### config.mk
export PLATFORM = sky130hd
export DESIGN_NAME = muldiv_top
export DESIGN_NICKNAME = d
export VERILOG_FILES = /design/src/hdl/muldiv_pkg.sv /design/src/hdl/muldiv_top.sv /design/src/hdl/muldiv_result_sel.sv /design/src/hdl/muldiv_share_dpath.sv /design/src/hdl/nrdiv_dpath.sv /design/src/hdl/booth_mul_dpath.sv /design/src/hdl/muldiv_exec_cnt.sv /design/src/hdl/muldiv_fsm.sv
export SDC_FILE = /design/constraint.sdc
export NUM_CORES = 1
export LEC_CHECK = 0
export BUFFER_PORTS_ARGS = -buffer_cell sky130_fd_sc_hd__clkbuf_2
export CORE_ASPECT_RATIO = 0.6
export CORE_UTILIZATION = 29
export CTS_BUF_LIST = sky130_fd_sc_hd__clkbuf_8 sky130_fd_sc_hd__clkbuf_16
export DETAILED_ROUTE_END_ITERATION = 6
export PLACE_DENSITY = 0.47
export SLEW_MARGIN = 30
export SYNTH_ARGS = -nofsm -noshare
export SYNTH_HDL_FRONTEND = slang
export SYNTH_SLANG_ARGS = --single-unit
### constraint.sdc
create_clock -name clk -period 11 [get_ports clk]
set_input_delay 1.1 -clock clk [delete_from_list [all_inputs] [get_ports clk]]
set_output_delay 1.1 -clock clk [all_outputs]
set_load 0.03 [all_outputs]
### src/hdl/muldiv_pkg.sv
/*
  Multiply/divide shared definitions
*/
package muldiv_pkg;

  // RV32 operand width
  localparam int XLEN      = 32;
  // Partial registers keep one sign bit above XLEN
  localparam int PART_W    = 33;
  // Two more bits for twice the Booth multiplicand
  localparam int ADDER_W   = 35;
  // Last execute counts per class
  localparam int MUL_STEPS = 16;
  localparam int DIV_STEPS = 32;
  localparam int CNT_W     = 6;

  typedef logic [XLEN-1:0]    xlen_t;
  typedef logic [PART_W-1:0]  part_t;
  typedef logic [ADDER_W-1:0] adder_t;
  typedef logic [CNT_W-1:0]   cnt_t;

  // Top code bit set means divide class
  typedef enum logic [2:0] {
    OP_MUL,
    OP_MULH,
    OP_MULHSU,
    OP_MULHU,
    OP_DIV,
    OP_DIVU,
    OP_REM,
    OP_REMU
  } muldiv_op_e;

  typedef enum logic [2:0] {
    ST_IDLE,
    ST_EXEC,
    ST_REMD_CHCK,
    ST_QUOT_CORR,
    ST_REMD_CORR
  } muldiv_state_e;

  // Issue request from the core
  typedef struct packed {
    muldiv_op_e op;
    xlen_t      rs1;
    xlen_t      rs2;
  } muldiv_req_t;

  // Request to the shared adder
  // Sum is op1 - op2 when sub is set
  typedef struct packed {
    adder_t op1;
    adder_t op2;
    logic   sub;
  } adder_req_t;

endpackage
### src/hdl/muldiv_top.sv
/*
  Iterative multiply/divide unit
*/
module muldiv_top (
  input  logic                    clk,
  input  logic                    i_reset,
  input  logic                    i_valid,
  input  muldiv_pkg::muldiv_req_t i_req,
  input  logic                    i_ready_out,
  output logic                    o_ready,
  output logic                    o_valid,
  output muldiv_pkg::xlen_t       o_result
);
  import muldiv_pkg::*;

  muldiv_state_e state;
  logic          is_div;
  logic          exec_enter;
  logic          exec_last;
  logic          wbck;
  logic          need_corr;
  logic          special;
  adder_req_t    mul_req;
  adder_req_t    div_req;
  part_t         mul_hi_nxt;
  part_t         mul_lo_nxt;
  logic          mul_sft1_nxt;
  part_t         div_remd_nxt;
  part_t         div_quot_nxt;
  adder_t        sum;
  part_t         reg0;
  part_t         reg1;
  logic          sft1;
  xlen_t         mul_res;
  xlen_t         div_res;

  assign is_div = i_req.op[2];

  // Valid needs the request, ready needs the sink
  assign o_valid = wbck & i_valid;
  assign o_ready = wbck & i_ready_out;

  ////////////////////
  // Control

  muldiv_fsm u_fsm (
    .clk          (clk),
    .i_reset      (i_reset),
    .i_valid      (i_valid),
    .i_ready_out  (i_ready_out),
    .i_op         (i_req.op),
    .i_special    (special),
    .i_exec_last  (exec_last),
    .i_need_corr  (need_corr),
    .o_state      (state),
    .o_exec_enter (exec_enter),
    .o_wbck       (wbck)
  );

  muldiv_exec_cnt u_exec_cnt (
    .clk         (clk),
    .i_reset     (i_reset),
    .i_start     (exec_enter),
    .i_exec      (state == ST_EXEC),
    .i_is_div    (is_div),
    .o_exec_last (exec_last)
  );

  ////////////////////
  // Datapaths

  // Product high in reg0, low in reg1
  booth_mul_dpath u_mul (
    .i_state     (state),
    .i_exec_last (exec_last),
    .i_op        (i_req.op),
    .i_rs1       (i_req.rs1),
    .i_rs2       (i_req.rs2),
    .i_hi        (reg0),
    .i_lo        (reg1),
    .i_sft1      (sft1),
    .i_sum       (sum),
    .o_adder_req (mul_req),
    .o_hi_nxt    (mul_hi_nxt),
    .o_lo_nxt    (mul_lo_nxt),
    .o_sft1_nxt  (mul_sft1_nxt),
    .o_mul_res   (mul_res)
  );

  // Remainder in reg0, quotient in reg1
  nrdiv_dpath u_div (
    .clk         (clk),
    .i_reset     (i_reset),
    .i_state     (state),
    .i_exec_last (exec_last),
    .i_op        (i_req.op),
    .i_rs1       (i_req.rs1),
    .i_rs2       (i_req.rs2),
    .i_remd      (reg0),
    .i_quot      (reg1),
    .i_sum       (sum),
    .o_adder_req (div_req),
    .o_remd_nxt  (div_remd_nxt),
    .o_quot_nxt  (div_quot_nxt),
    .o_need_corr (need_corr),
    .o_div_res   (div_res)
  );

  muldiv_share_dpath u_share (
    .clk            (clk),
    .i_reset        (i_reset),
    .i_is_div       (is_div),
    .i_mul_req      (mul_req),
    .i_div_req      (div_req),
    .i_mul_hi_nxt   (mul_hi_nxt),
    .i_mul_lo_nxt   (mul_lo_nxt),
    .i_div_remd_nxt (div_remd_nxt),
    .i_div_quot_nxt (div_quot_nxt),
    .i_mul_sft1_nxt (mul_sft1_nxt),
    .i_state        (state),
    .i_exec_last    (exec_last),
    .i_ready_out    (i_ready_out),
    .o_sum          (sum),
    .o_reg0         (reg0),
    .o_reg1         (reg1),
    .o_sft1         (sft1)
  );

  muldiv_result_sel u_result_sel (
    .i_req     (i_req),
    .i_mul_res (mul_res),
    .i_div_res (div_res),
    .o_special (special),
    .o_result  (o_result)
  );

endmodule

### src/hdl/muldiv_result_sel.sv
/*
  Special cases and result select
*/
module muldiv_result_sel (
  input  muldiv_pkg::muldiv_req_t i_req,
  input  muldiv_pkg::xlen_t       i_mul_res,
  input  muldiv_pkg::xlen_t       i_div_res,
  output logic                    o_special,
  output muldiv_pkg::xlen_t       o_result
);
  import muldiv_pkg::*;

  logic  is_div;
  logic  is_quot;
  logic  div_by_0;
  logic  div_ovf;
  xlen_t min_int;
  xlen_t special_res;

  assign is_div  = i_req.op[2];
  assign is_quot = (i_req.op == OP_DIV) | (i_req.op == OP_DIVU);
  assign min_int = {1'b1, {(XLEN-1){1'b0}}};

  assign div_by_0 = (i_req.rs2 == '0);
  // Most negative over -1, signed ops only
  assign div_ovf  = ((i_req.op == OP_DIV) | (i_req.op == OP_REM))
                  & (&i_req.rs2) & (i_req.rs1 == min_int);

  assign o_special = is_div & (div_by_0 | div_ovf);

  // By zero gives all ones and the dividend
  // Overflow gives the most negative value and zero
  assign special_res = div_by_0 ? (is_quot ? '1 : i_req.rs1)
                                : (is_quot ? min_int : '0);

  assign o_result = o_special ? special_res
                  : is_div    ? i_div_res
                  :             i_mul_res;

endmodule

### src/hdl/muldiv_share_dpath.sv
/*
  Shared adder and partial registers
*/
module muldiv_share_dpath (
  input  logic                      clk,
  input  logic                      i_reset,
  input  logic                      i_is_div,
  input  muldiv_pkg::adder_req_t    i_mul_req,
  input  muldiv_pkg::adder_req_t    i_div_req,
  input  muldiv_pkg::part_t         i_mul_hi_nxt,
  input  muldiv_pkg::part_t         i_mul_lo_nxt,
  input  muldiv_pkg::part_t         i_div_remd_nxt,
  input  muldiv_pkg::part_t         i_div_quot_nxt,
  input  logic                      i_mul_sft1_nxt,
  input  muldiv_pkg::muldiv_state_e i_state,
  input  logic                      i_exec_last,
  input  logic                      i_ready_out,
  output muldiv_pkg::adder_t        o_sum,
  output muldiv_pkg::part_t         o_reg0,
  output muldiv_pkg::part_t         o_reg1,
  output logic                      o_sft1
);
  import muldiv_pkg::*;

  adder_req_t req;
  logic       exec_ld;
  logic       reg0_en;
  logic       reg1_en;

  assign req   = i_is_div ? i_div_req : i_mul_req;
  assign o_sum = req.sub ? (req.op1 - req.op2) : (req.op1 + req.op2);

  // Idle and execute steps write both registers
  // Last multiply step holds them for the write-back
  assign exec_ld = (i_state == ST_IDLE)
                 | ((i_state == ST_EXEC) & (~i_exec_last | i_is_div));

  // Remainder fix lands on the write-back handshake
  assign reg0_en = exec_ld | (i_is_div & (i_state == ST_REMD_CORR) & i_ready_out);
  assign reg1_en = exec_ld | (i_is_div & (i_state == ST_QUOT_CORR));

  always_ff @(posedge clk) begin
    if (i_reset) begin
      o_reg0 <= '0;
      o_reg1 <= '0;
      o_sft1 <= 1'b0;
    end else begin
      if (reg0_en) begin
        o_reg0 <= i_is_div ? i_div_remd_nxt : i_mul_hi_nxt;
      end
      if (reg1_en) begin
        o_reg1 <= i_is_div ? i_div_quot_nxt : i_mul_lo_nxt;
      end
      // Booth carry bit only for multiply
      if (reg1_en && !i_is_div) begin
        o_sft1 <= i_mul_sft1_nxt;
      end
    end
  end

endmodule

### src/hdl/nrdiv_dpath.sv
/*
  Non-restoring divide step
*/
module nrdiv_dpath (
  input  logic                      clk,
  input  logic                      i_reset,
  input  muldiv_pkg::muldiv_state_e i_state,
  input  logic                      i_exec_last,
  input  muldiv_pkg::muldiv_op_e    i_op,
  input  muldiv_pkg::xlen_t         i_rs1,
  input  muldiv_pkg::xlen_t         i_rs2,
  input  muldiv_pkg::part_t         i_remd,
  input  muldiv_pkg::part_t         i_quot,
  input  muldiv_pkg::adder_t        i_sum,
  output muldiv_pkg::adder_req_t    o_adder_req,
  output muldiv_pkg::part_t         o_remd_nxt,
  output muldiv_pkg::part_t         o_quot_nxt,
  output logic                      o_need_corr,
  output muldiv_pkg::xlen_t         o_div_res
);
  import muldiv_pkg::*;

  logic            is_idle;
  logic            is_exec;
  logic            is_chck;
  logic            is_corr;
  logic            rs1_sign;
  logic            rs2_sign;
  logic [PART_W:0] divisor;
  logic [PART_W:0] sum34;
  logic [PART_W:0] add_op1;
  logic [PART_W:0] add_op2;
  logic            add_sub;
  logic            quot_0;
  logic            prev_quot;
  logic            cur_quot;
  part_t           low_part;
  logic            remd_sft1_q;
  logic            remd_is_0;
  logic            remd_is_divs;
  logic            remd_is_neg_divs;
  logic            remd_inc_quot_dec;
  part_t           div_remd;

  assign is_idle = (i_state == ST_IDLE);
  assign is_exec = (i_state == ST_EXEC);
  assign is_chck = (i_state == ST_REMD_CHCK);
  assign is_corr = (i_state == ST_QUOT_CORR) | (i_state == ST_REMD_CORR);

  assign rs1_sign = (i_op != OP_DIVU) & (i_op != OP_REMU) & i_rs1[XLEN-1];
  assign rs2_sign = (i_op != OP_DIVU) & (i_op != OP_REMU) & i_rs2[XLEN-1];
  assign divisor  = {rs2_sign, rs2_sign, i_rs2};

  // Divide only needs the low 34 sum bits
  assign sum34 = i_sum[PART_W:0];

  ////////////////////
  // Execute step

  // First quotient digit is -1 when the signs differ
  assign quot_0    = ~(rs1_sign ^ rs2_sign);
  assign prev_quot = is_idle ? quot_0 : i_quot[0];
  assign cur_quot  = ~(sum34[PART_W] ^ divisor[PART_W]);

  // Dividend low half with the first digit shifted in
  assign low_part = is_idle ? {i_rs1, quot_0} : i_quot;

  // Adder MSB does not fit the 33-bit remainder register
  always_ff @(posedge clk) begin
    if (i_reset) begin
      remd_sft1_q <= 1'b0;
    end else if (is_idle || is_exec) begin
      remd_sft1_q <= sum34[PART_W-1];
    end
  end

  ////////////////////
  // Check and correction

  assign remd_is_0        = (i_remd == '0);
  assign remd_is_divs     = (i_remd == divisor[PART_W-1:0]);
  // Check cycle adds the divisor
  assign remd_is_neg_divs = (sum34 == '0);

  // Wrong remainder sign, or remainder of plus or minus the divisor
  assign o_need_corr = is_chck & (((i_remd[PART_W-1] ^ rs1_sign) & ~remd_is_0)
                                  | remd_is_neg_divs | remd_is_divs);

  assign remd_inc_quot_dec = i_remd[PART_W-1] ^ divisor[PART_W];

  always_comb begin
    add_op1 = {i_remd[PART_W-1], i_remd};
    add_op2 = divisor;
    case (i_state)
      ST_IDLE, ST_EXEC: begin
        // Add or subtract by the previous digit
        add_op1 = is_idle ? {(PART_W+1){rs1_sign}} : {remd_sft1_q, i_remd};
        add_sub = prev_quot;
      end
      ST_QUOT_CORR: begin
        add_op1 = {i_quot[PART_W-1], i_quot};
        add_op2 = (PART_W+1)'(1);
        add_sub = remd_inc_quot_dec;
      end
      ST_REMD_CORR: begin
        add_sub = ~remd_inc_quot_dec;
      end
      default: begin
        // Remainder plus divisor
        add_sub = 1'b0;
      end
    endcase
  end

  assign o_adder_req = '{op1: {add_op1[PART_W], add_op1},
                         op2: {add_op2[PART_W], add_op2},
                         sub: add_sub};

  // Last step keeps the remainder unshifted
  assign o_remd_nxt = (is_corr | i_exec_last) ? sum34[PART_W-1:0]
                                              : {sum34[PART_W-2:0], low_part[PART_W-1]};

  // Last quotient digit is always one
  assign o_quot_nxt = is_corr     ? sum34[PART_W-1:0]
                    : i_exec_last ? {i_quot[XLEN-1:0], 1'b1}
                    :               {low_part[XLEN-1:0], cur_quot};

  // Corrected remainder comes straight off the adder
  assign div_remd  = is_chck ? i_remd : sum34[PART_W-1:0];
  assign o_div_res = ((i_op == OP_DIV) || (i_op == OP_DIVU)) ? i_quot[XLEN-1:0]
                                                             : div_remd[XLEN-1:0];

endmodule

### src/hdl/booth_mul_dpath.sv
/*
  Radix-4 Booth multiply step
*/
module booth_mul_dpath (
  input  muldiv_pkg::muldiv_state_e i_state,
  input  logic                      i_exec_last,
  input  muldiv_pkg::muldiv_op_e    i_op,
  input  muldiv_pkg::xlen_t         i_rs1,
  input  muldiv_pkg::xlen_t         i_rs2,
  input  muldiv_pkg::part_t         i_hi,
  input  muldiv_pkg::part_t         i_lo,
  input  logic                      i_sft1,
  input  muldiv_pkg::adder_t        i_sum,
  output muldiv_pkg::adder_req_t    o_adder_req,
  output muldiv_pkg::part_t         o_hi_nxt,
  output muldiv_pkg::part_t         o_lo_nxt,
  output logic                      o_sft1_nxt,
  output muldiv_pkg::xlen_t         o_mul_res
);
  import muldiv_pkg::*;

  logic       is_idle;
  logic       rs1_sign;
  logic       rs2_sign;
  logic [2:0] booth_code;
  logic       sel_zero;
  logic       sel_two;
  adder_t     add_op1;
  adder_t     add_op2;

  assign is_idle = (i_state == ST_IDLE);

  // Extend to 33 bits by signedness
  assign rs1_sign = (i_op != OP_MULHU) & i_rs1[XLEN-1];
  assign rs2_sign = (i_op != OP_MULHSU) & (i_op != OP_MULHU) & i_rs2[XLEN-1];

  // Lowest digit comes straight from rs1
  // Last digit pads with the multiplier sign
  assign booth_code = is_idle     ? {i_rs1[1:0], 1'b0}
                    : i_exec_last ? {rs1_sign, i_lo[0], i_sft1}
                    :               {i_lo[1:0], i_sft1};

  // 000 and 111 add nothing, 011 and 100 take twice rs2
  assign sel_zero = (booth_code == 3'b000) | (booth_code == 3'b111);
  assign sel_two  = (booth_code == 3'b011) | (booth_code == 3'b100);

  assign add_op2 = sel_zero ? '0
                 : sel_two  ? {{2{rs2_sign}}, i_rs2, 1'b0}
                 :            {{3{rs2_sign}}, i_rs2};

  // Partial product starts from zero
  assign add_op1 = is_idle ? '0 : {{2{i_hi[PART_W-1]}}, i_hi};

  // Upper code bit gives the negative digits
  assign o_adder_req = '{op1: add_op1, op2: add_op2, sub: booth_code[2]};

  // Product shifts right two bits per step
  assign o_hi_nxt   = i_sum[ADDER_W-1:2];
  assign o_lo_nxt   = {i_sum[1:0], is_idle ? {rs1_sign, i_rs1[XLEN-1:2]} : i_lo[PART_W-1:2]};
  assign o_sft1_nxt = is_idle ? i_rs1[1] : i_lo[1];

  // Low word sits in the register, high word is the last sum
  assign o_mul_res = (i_op == OP_MUL) ? i_lo[PART_W-1:1] : i_sum[XLEN-1:0];

endmodule

### src/hdl/muldiv_exec_cnt.sv
/*
  Execute step counter
*/
module muldiv_exec_cnt (
  input  logic clk,
  input  logic i_reset,
  input  logic i_start,
  input  logic i_exec,
  input  logic i_is_div,
  output logic o_exec_last
);
  import muldiv_pkg::*;

  cnt_t cnt_q;
  cnt_t cnt_last;

  // 16 Booth steps or 32 divide steps
  assign cnt_last = i_is_div ? cnt_t'(DIV_STEPS) : cnt_t'(MUL_STEPS);

  assign o_exec_last = i_exec & (cnt_q == cnt_last);

  always_ff @(posedge clk) begin
    if (i_reset) begin
      cnt_q <= '0;
    end else if (i_start) begin
      // Idle cycle already did step 0
      cnt_q <= cnt_t'(1);
    end else if (i_exec && !o_exec_last) begin
      cnt_q <= cnt_q + 1'b1;
    end
  end

endmodule

### src/hdl/muldiv_fsm.sv
/*
  Multiply/divide controller
*/
module muldiv_fsm (
  input  logic                      clk,
  input  logic                      i_reset,
  input  logic                      i_valid,
  input  logic                      i_ready_out,
  input  muldiv_pkg::muldiv_op_e    i_op,
  input  logic                      i_special,
  input  logic                      i_exec_last,
  input  logic                      i_need_corr,
  output muldiv_pkg::muldiv_state_e o_state,
  output logic                      o_exec_enter,
  output logic                      o_wbck
);
  import muldiv_pkg::*;

  muldiv_state_e state_q;
  muldiv_state_e state_d;
  logic          is_div;
  logic          wbck_hsk;

  assign is_div = i_op[2];

  // Result ready to write back
  // Special cases finish in the issue cycle
  assign o_wbck = (i_valid & i_special)
                | ((state_q == ST_EXEC) & i_exec_last & ~is_div)
                | ((state_q == ST_REMD_CHCK) & ~i_need_corr)
                | (state_q == ST_REMD_CORR);

  // Issue and write-back complete together
  assign wbck_hsk = o_wbck & i_valid & i_ready_out;

  // Idle cycle with a real request is step 0
  assign o_exec_enter = (state_q == ST_IDLE) & i_valid & ~i_special;

  always_comb begin
    state_d = state_q;
    case (state_q)
      ST_IDLE: begin
        if (o_exec_enter) begin
          state_d = ST_EXEC;
        end
      end
      ST_EXEC: begin
        // Divide always goes on to the check
        if (i_exec_last && is_div) begin
          state_d = ST_REMD_CHCK;
        end else if (wbck_hsk) begin
          state_d = ST_IDLE;
        end
      end
      ST_REMD_CHCK: begin
        if (i_need_corr) begin
          state_d = ST_QUOT_CORR;
        end else if (wbck_hsk) begin
          state_d = ST_IDLE;
        end
      end
      ST_QUOT_CORR: begin
        state_d = ST_REMD_CORR;
      end
      ST_REMD_CORR: begin
        // Remainder fix is combinational, hold until taken
        if (wbck_hsk) begin
          state_d = ST_IDLE;
        end
      end
      default: begin
        state_d = ST_IDLE;
      end
    endcase
  end

  always_ff @(posedge clk) begin
    if (i_reset) begin
      state_q <= ST_IDLE;
    end else begin
      state_q <= state_d;
    end
  end

  assign o_state = state_q;

endmodule

==> impl_metrics.py <==
metrics = {
    "timing": {
        "slew-limit-headroom_pct": 34.0,
        "finalCriticalPeriod_ns": 10.25,
        "timing.final.hold_violations": 0,
        "finalSetupViolCount": 0,
        "transition_at_the_pin_with_the_smallest_max_transition_slack_ns": 0.983,
        "fin_worst_skew_ns": 0.0134,
        "total_count_of_max_transition_violations_in_the_final_report": 0,
        "grt_setup_unrepaired": "no",
        "final.setup.tns_ns": 0,
        "max_freq_ghz": 0.0976,
        "post-route-period-util_pct": 93.2,
    },
    "cts": {
        "postCtsSetupBuffers": 0,
        "tritoncts": "yes",
        "cts.reportedPaths.clkPinSlew_ns": 0.07,
        "cts_hold_buffers": 0,
        "cts_root_buf": "sky130_fd_sc_hd__clkbuf_16",
        "clkLatencyLatePin_ns": 0.37,
        "cts_max_path_buffers": 2,
        "cts_h_tree_depth": 3,
        "cts_made_buffers": 9,
        "post_cts.resized_instances": 0,
        "numClockSinks": 77,
    },
    "synthesis": {
        "netlist_area_mm2": 0.0120,
        "synthesis.instances": 1916,
        "synthesized_area_fraction_occupied_by_and_or_nand_nor_cells_pct": 29.9,
        "ys_seq_elements": 77,
        "top_ff_cell_synth": "sky130_fd_sc_hd__dfxtp_1",
        "netlist_top_cells_area": "sky130_fd_sc_hd__dfxtp_1 13%, sky130_fd_sc_hd__a21oi_1 12%, sky130_fd_sc_hd__nand2_1 8.7%",
        "share_of_synthesized_flip_flops_with_an_asynchronous_set_or_reset_pct": 0,
        "synth-warning-count": 0,
        "synth.largest_area_cell": "sky130_fd_sc_hd__dfxtp_1",
        "synth_enable_flop_cells": 0,
        "synth_compound_gate_area_share_pct": 36.9,
        "synthXorXnorAreaFrac_pct": 7.44,
        "synth_most_common_cell": "sky130_fd_sc_hd__a21oi_1",
        "synth_top_cell_area_share_pct": 12.8,
        "number_of_library_cell_types_mapped_by_synthesis": 78,
        "muxShareOfSynthArea_pct": 2.20,
        "synth_top_family_by_area": "compound AO/OA/AOI/OAI gates",
        "synth_sequential_area_ratio_pct": 12.8,
        "synth_common_cells": "283 x sky130_fd_sc_hd__a21oi_1, 278 x sky130_fd_sc_hd__nand2_1, 189 x sky130_fd_sc_hd__nor2_1, 154 x sky130_fd_sc_hd__clkbuf_1, 126 x sky130_fd_sc_hd__o21ai_0",
        "synthesis.nets": 2027,
        "synth-adder-area-share_pct": 4.23,
        "syn_avg_cell_area_um2": 6.27,
    },
    "layout": {
        "area_delta_synth_final_pct": 10.4,
        "final_cell_count_no_fill": 2441,
        "drive_gt1_share_pct": 11.2,
        "total_number_of_nets_in_the_final_design": 2015,
        "final_core_util_pct": 32.6,
    },
    "worst_setup_path": {
        "startpoint": "i_req[66]",
        "cp.required_ns": 9.90,
        "worstSetupEndpoint": "o_ready",
        "criticalPathCategory": "input pin to primary output",
        "cp_max_fo": 56,
        "cp.arrival_ns": 9.15,
        "cp_slowest_stage_delay_ns": 0.81,
        "worst_r2r_startpoint": "u_fsm.o_state[0]",
        "rr_worst_depth": 27,
        "crit_slowest_cell": "sky130_fd_sc_hd__a221oi_1",
        "crit-reg2reg-capture": "u_fsm.o_state[0]",
        "r2r_slack_ns": 2.84,
        "crit_path_start_kind": "input pin",
        "critical_path.endpoint_type": "primary output",
    },
    "floorplanning": {
        "start_util_pct": 29.5,
        "io_pins": 105,
        "chipHeight_um": 160,
        "rows": 57,
        "fp.dieArea_mm2": 0.0423,
        "floorplan.die.width_um": 265,
        "core_area_mm2": 0.0407,
    },
    "power": {
        "ir_drop_worst_case_vdd_uv": 91.0,
        "total_leakage_power_nw": 5.06,
        "power_density_mw_per_mm2": 204,
    },
    "drt": {
        "route.detailed.drc": 7,
        "via_per_inst": 6.27,
        "wl_per_cell_um": 25.4,
        "num_vias": 15311,
        "drt_pre_antenna_iters": 7,
        "route.final.wire_length_um": 61900,
        "dr.first_iter.drc_count": 2094,
        "detail-route-antenna-nets": 0,
    },
    "placement": {
        "numPortBuffers": 104,
        "gp_congestion": 0.949,
        "post-place-cells": 2424,
        "detailed_place_hpwl_um": 46400,
    },
    "global_routing": {
        "first_pass_grt_wire_length_um": 90900,
        "grt_antenna_before_repair": 4,
        "grt_use_total_pct": 28.3,
        "grt_max_degree": 159,
        "first_global_vias": 13563,
        "grt.overflow.total": 0,
    },
    "run_status": {
        "failed_checks": "design-rule violations",
        "outcome": "finished with violations",
    },
    "run": {
        "timing.max_cap.violations": 0,
    },
    "hold_path": {
        "hold_path_class": "flip-flop to flip-flop",
        "holdCritStartpoint": "u_div.remd_sft1_q",
    },
}
==> layer usage <==
| metal | wire length, µm | global-route usage [%] | up-vias |
|---|---|---|---|
| met1 | 29400 | 42.9 | 7388 |
| met2 | 24700 | 39.4 | 841 |
| met5 | 12 | 0 | - |
| met3 | 6430 | 6.57 | 78 |
| met4 | 1360 | 6.62 | 2 |
| li1 | - | - | 7002 |
==> how the worst min path moves through the flow <==
stage	depth (start not counted)	slack [ns]	end
final	2	0.52	u_div.remd_sft1_q
after global placement	2	0.49	u_div.remd_sft1_q
after global routing	2	0.52	u_div.remd_sft1_q
after CTS	2	0.51	u_div.remd_sft1_q
after floorplan	2	0.45	u_div.remd_sft1_q
after detailed placement	2	0.49	u_div.remd_sft1_q
==> power by group <==
part           switching (mW)  internal [mW]  total [mW]  leakage (nW)
combinational            1.20          0.659        1.86          4.27
clock                   0.144          0.205       0.348         0.151
sequential              0.153          0.338       0.491         0.640
==> layout make-up <==
class                      count  area, µm²
inverter                      24       90.1
multi-input combinational   1642       9750
sequential                    77       1540
clock buffer                  10        239
timing repair buffer         150        887
tap                          531        664
fill                        4504      27400
antenna                        2       5.00
clock inverter                 5       83.8
==> stage by stage <==
step / setup WS, ns / hold WS, ns / cell area, µm² / power (mW)
2_1_floorplan: 2.35 / 0.454 / 12000 / 1.63
3_3_place_gp: 1.07 / 0.487 / 12900 / 2.30
3_5_place_dp: 0.929 / 0.494 / 12900 / 2.30
4_1_cts: 0.910 / 0.505 / 13200 / 2.65
5_1_grt: 0.216 / 0.518 / 13300 / 2.85
6_report: 0.750 / 0.522 / 13300 / 2.70
==> critical path, delay by kind of cell <==
family,cells,cell delay (ns)
AO/OA/AOI/OAI,13,3.47
AND/OR/NAND/NOR,8,2.29
multiplexers,2,0.78
buffers and inverters,4,0.71
adder cells (fa/ha/maj),2,0.61
XOR/XNOR,1,0.18
==> flip-flops by register name, indices dropped and copies added, names as in the netlist <==
| name | flops |
|---|---|
| u_share.o_reg1 | 33 |
| u_exec_cnt.cnt_q | 6 |
| u_share.o_reg0 | 33 |
| u_share.o_sft1 | 1 |
| u_div.remd_sft1_q | 1 |
| u_fsm.o_state | 3 |
==> cells in the final DEF, fill, tap and decap left out, drive strengths merged, types with 47 or more instances in the layout <==
master and n:
o211ai 59, buf 48, dfxtp 77, a21oi 283, nor2 190, clkbuf 112, xnor2 47, nand2 280
xor2 55, o21ai 133
==> kinds of logic (layout without fill, tap and decap cells) <==
family | Yosys count | count (layout)
fa+ha+maj | 40 | 40
simple gates | 757 | 757
buf+inv | 197 | 189
compound gates | 718 | 718
xor+xnor | 102 | 102
flops | 77 | 77
other cells | 0 | 2
mux | 25 | 25
Power figures use the tool's default switching activity.
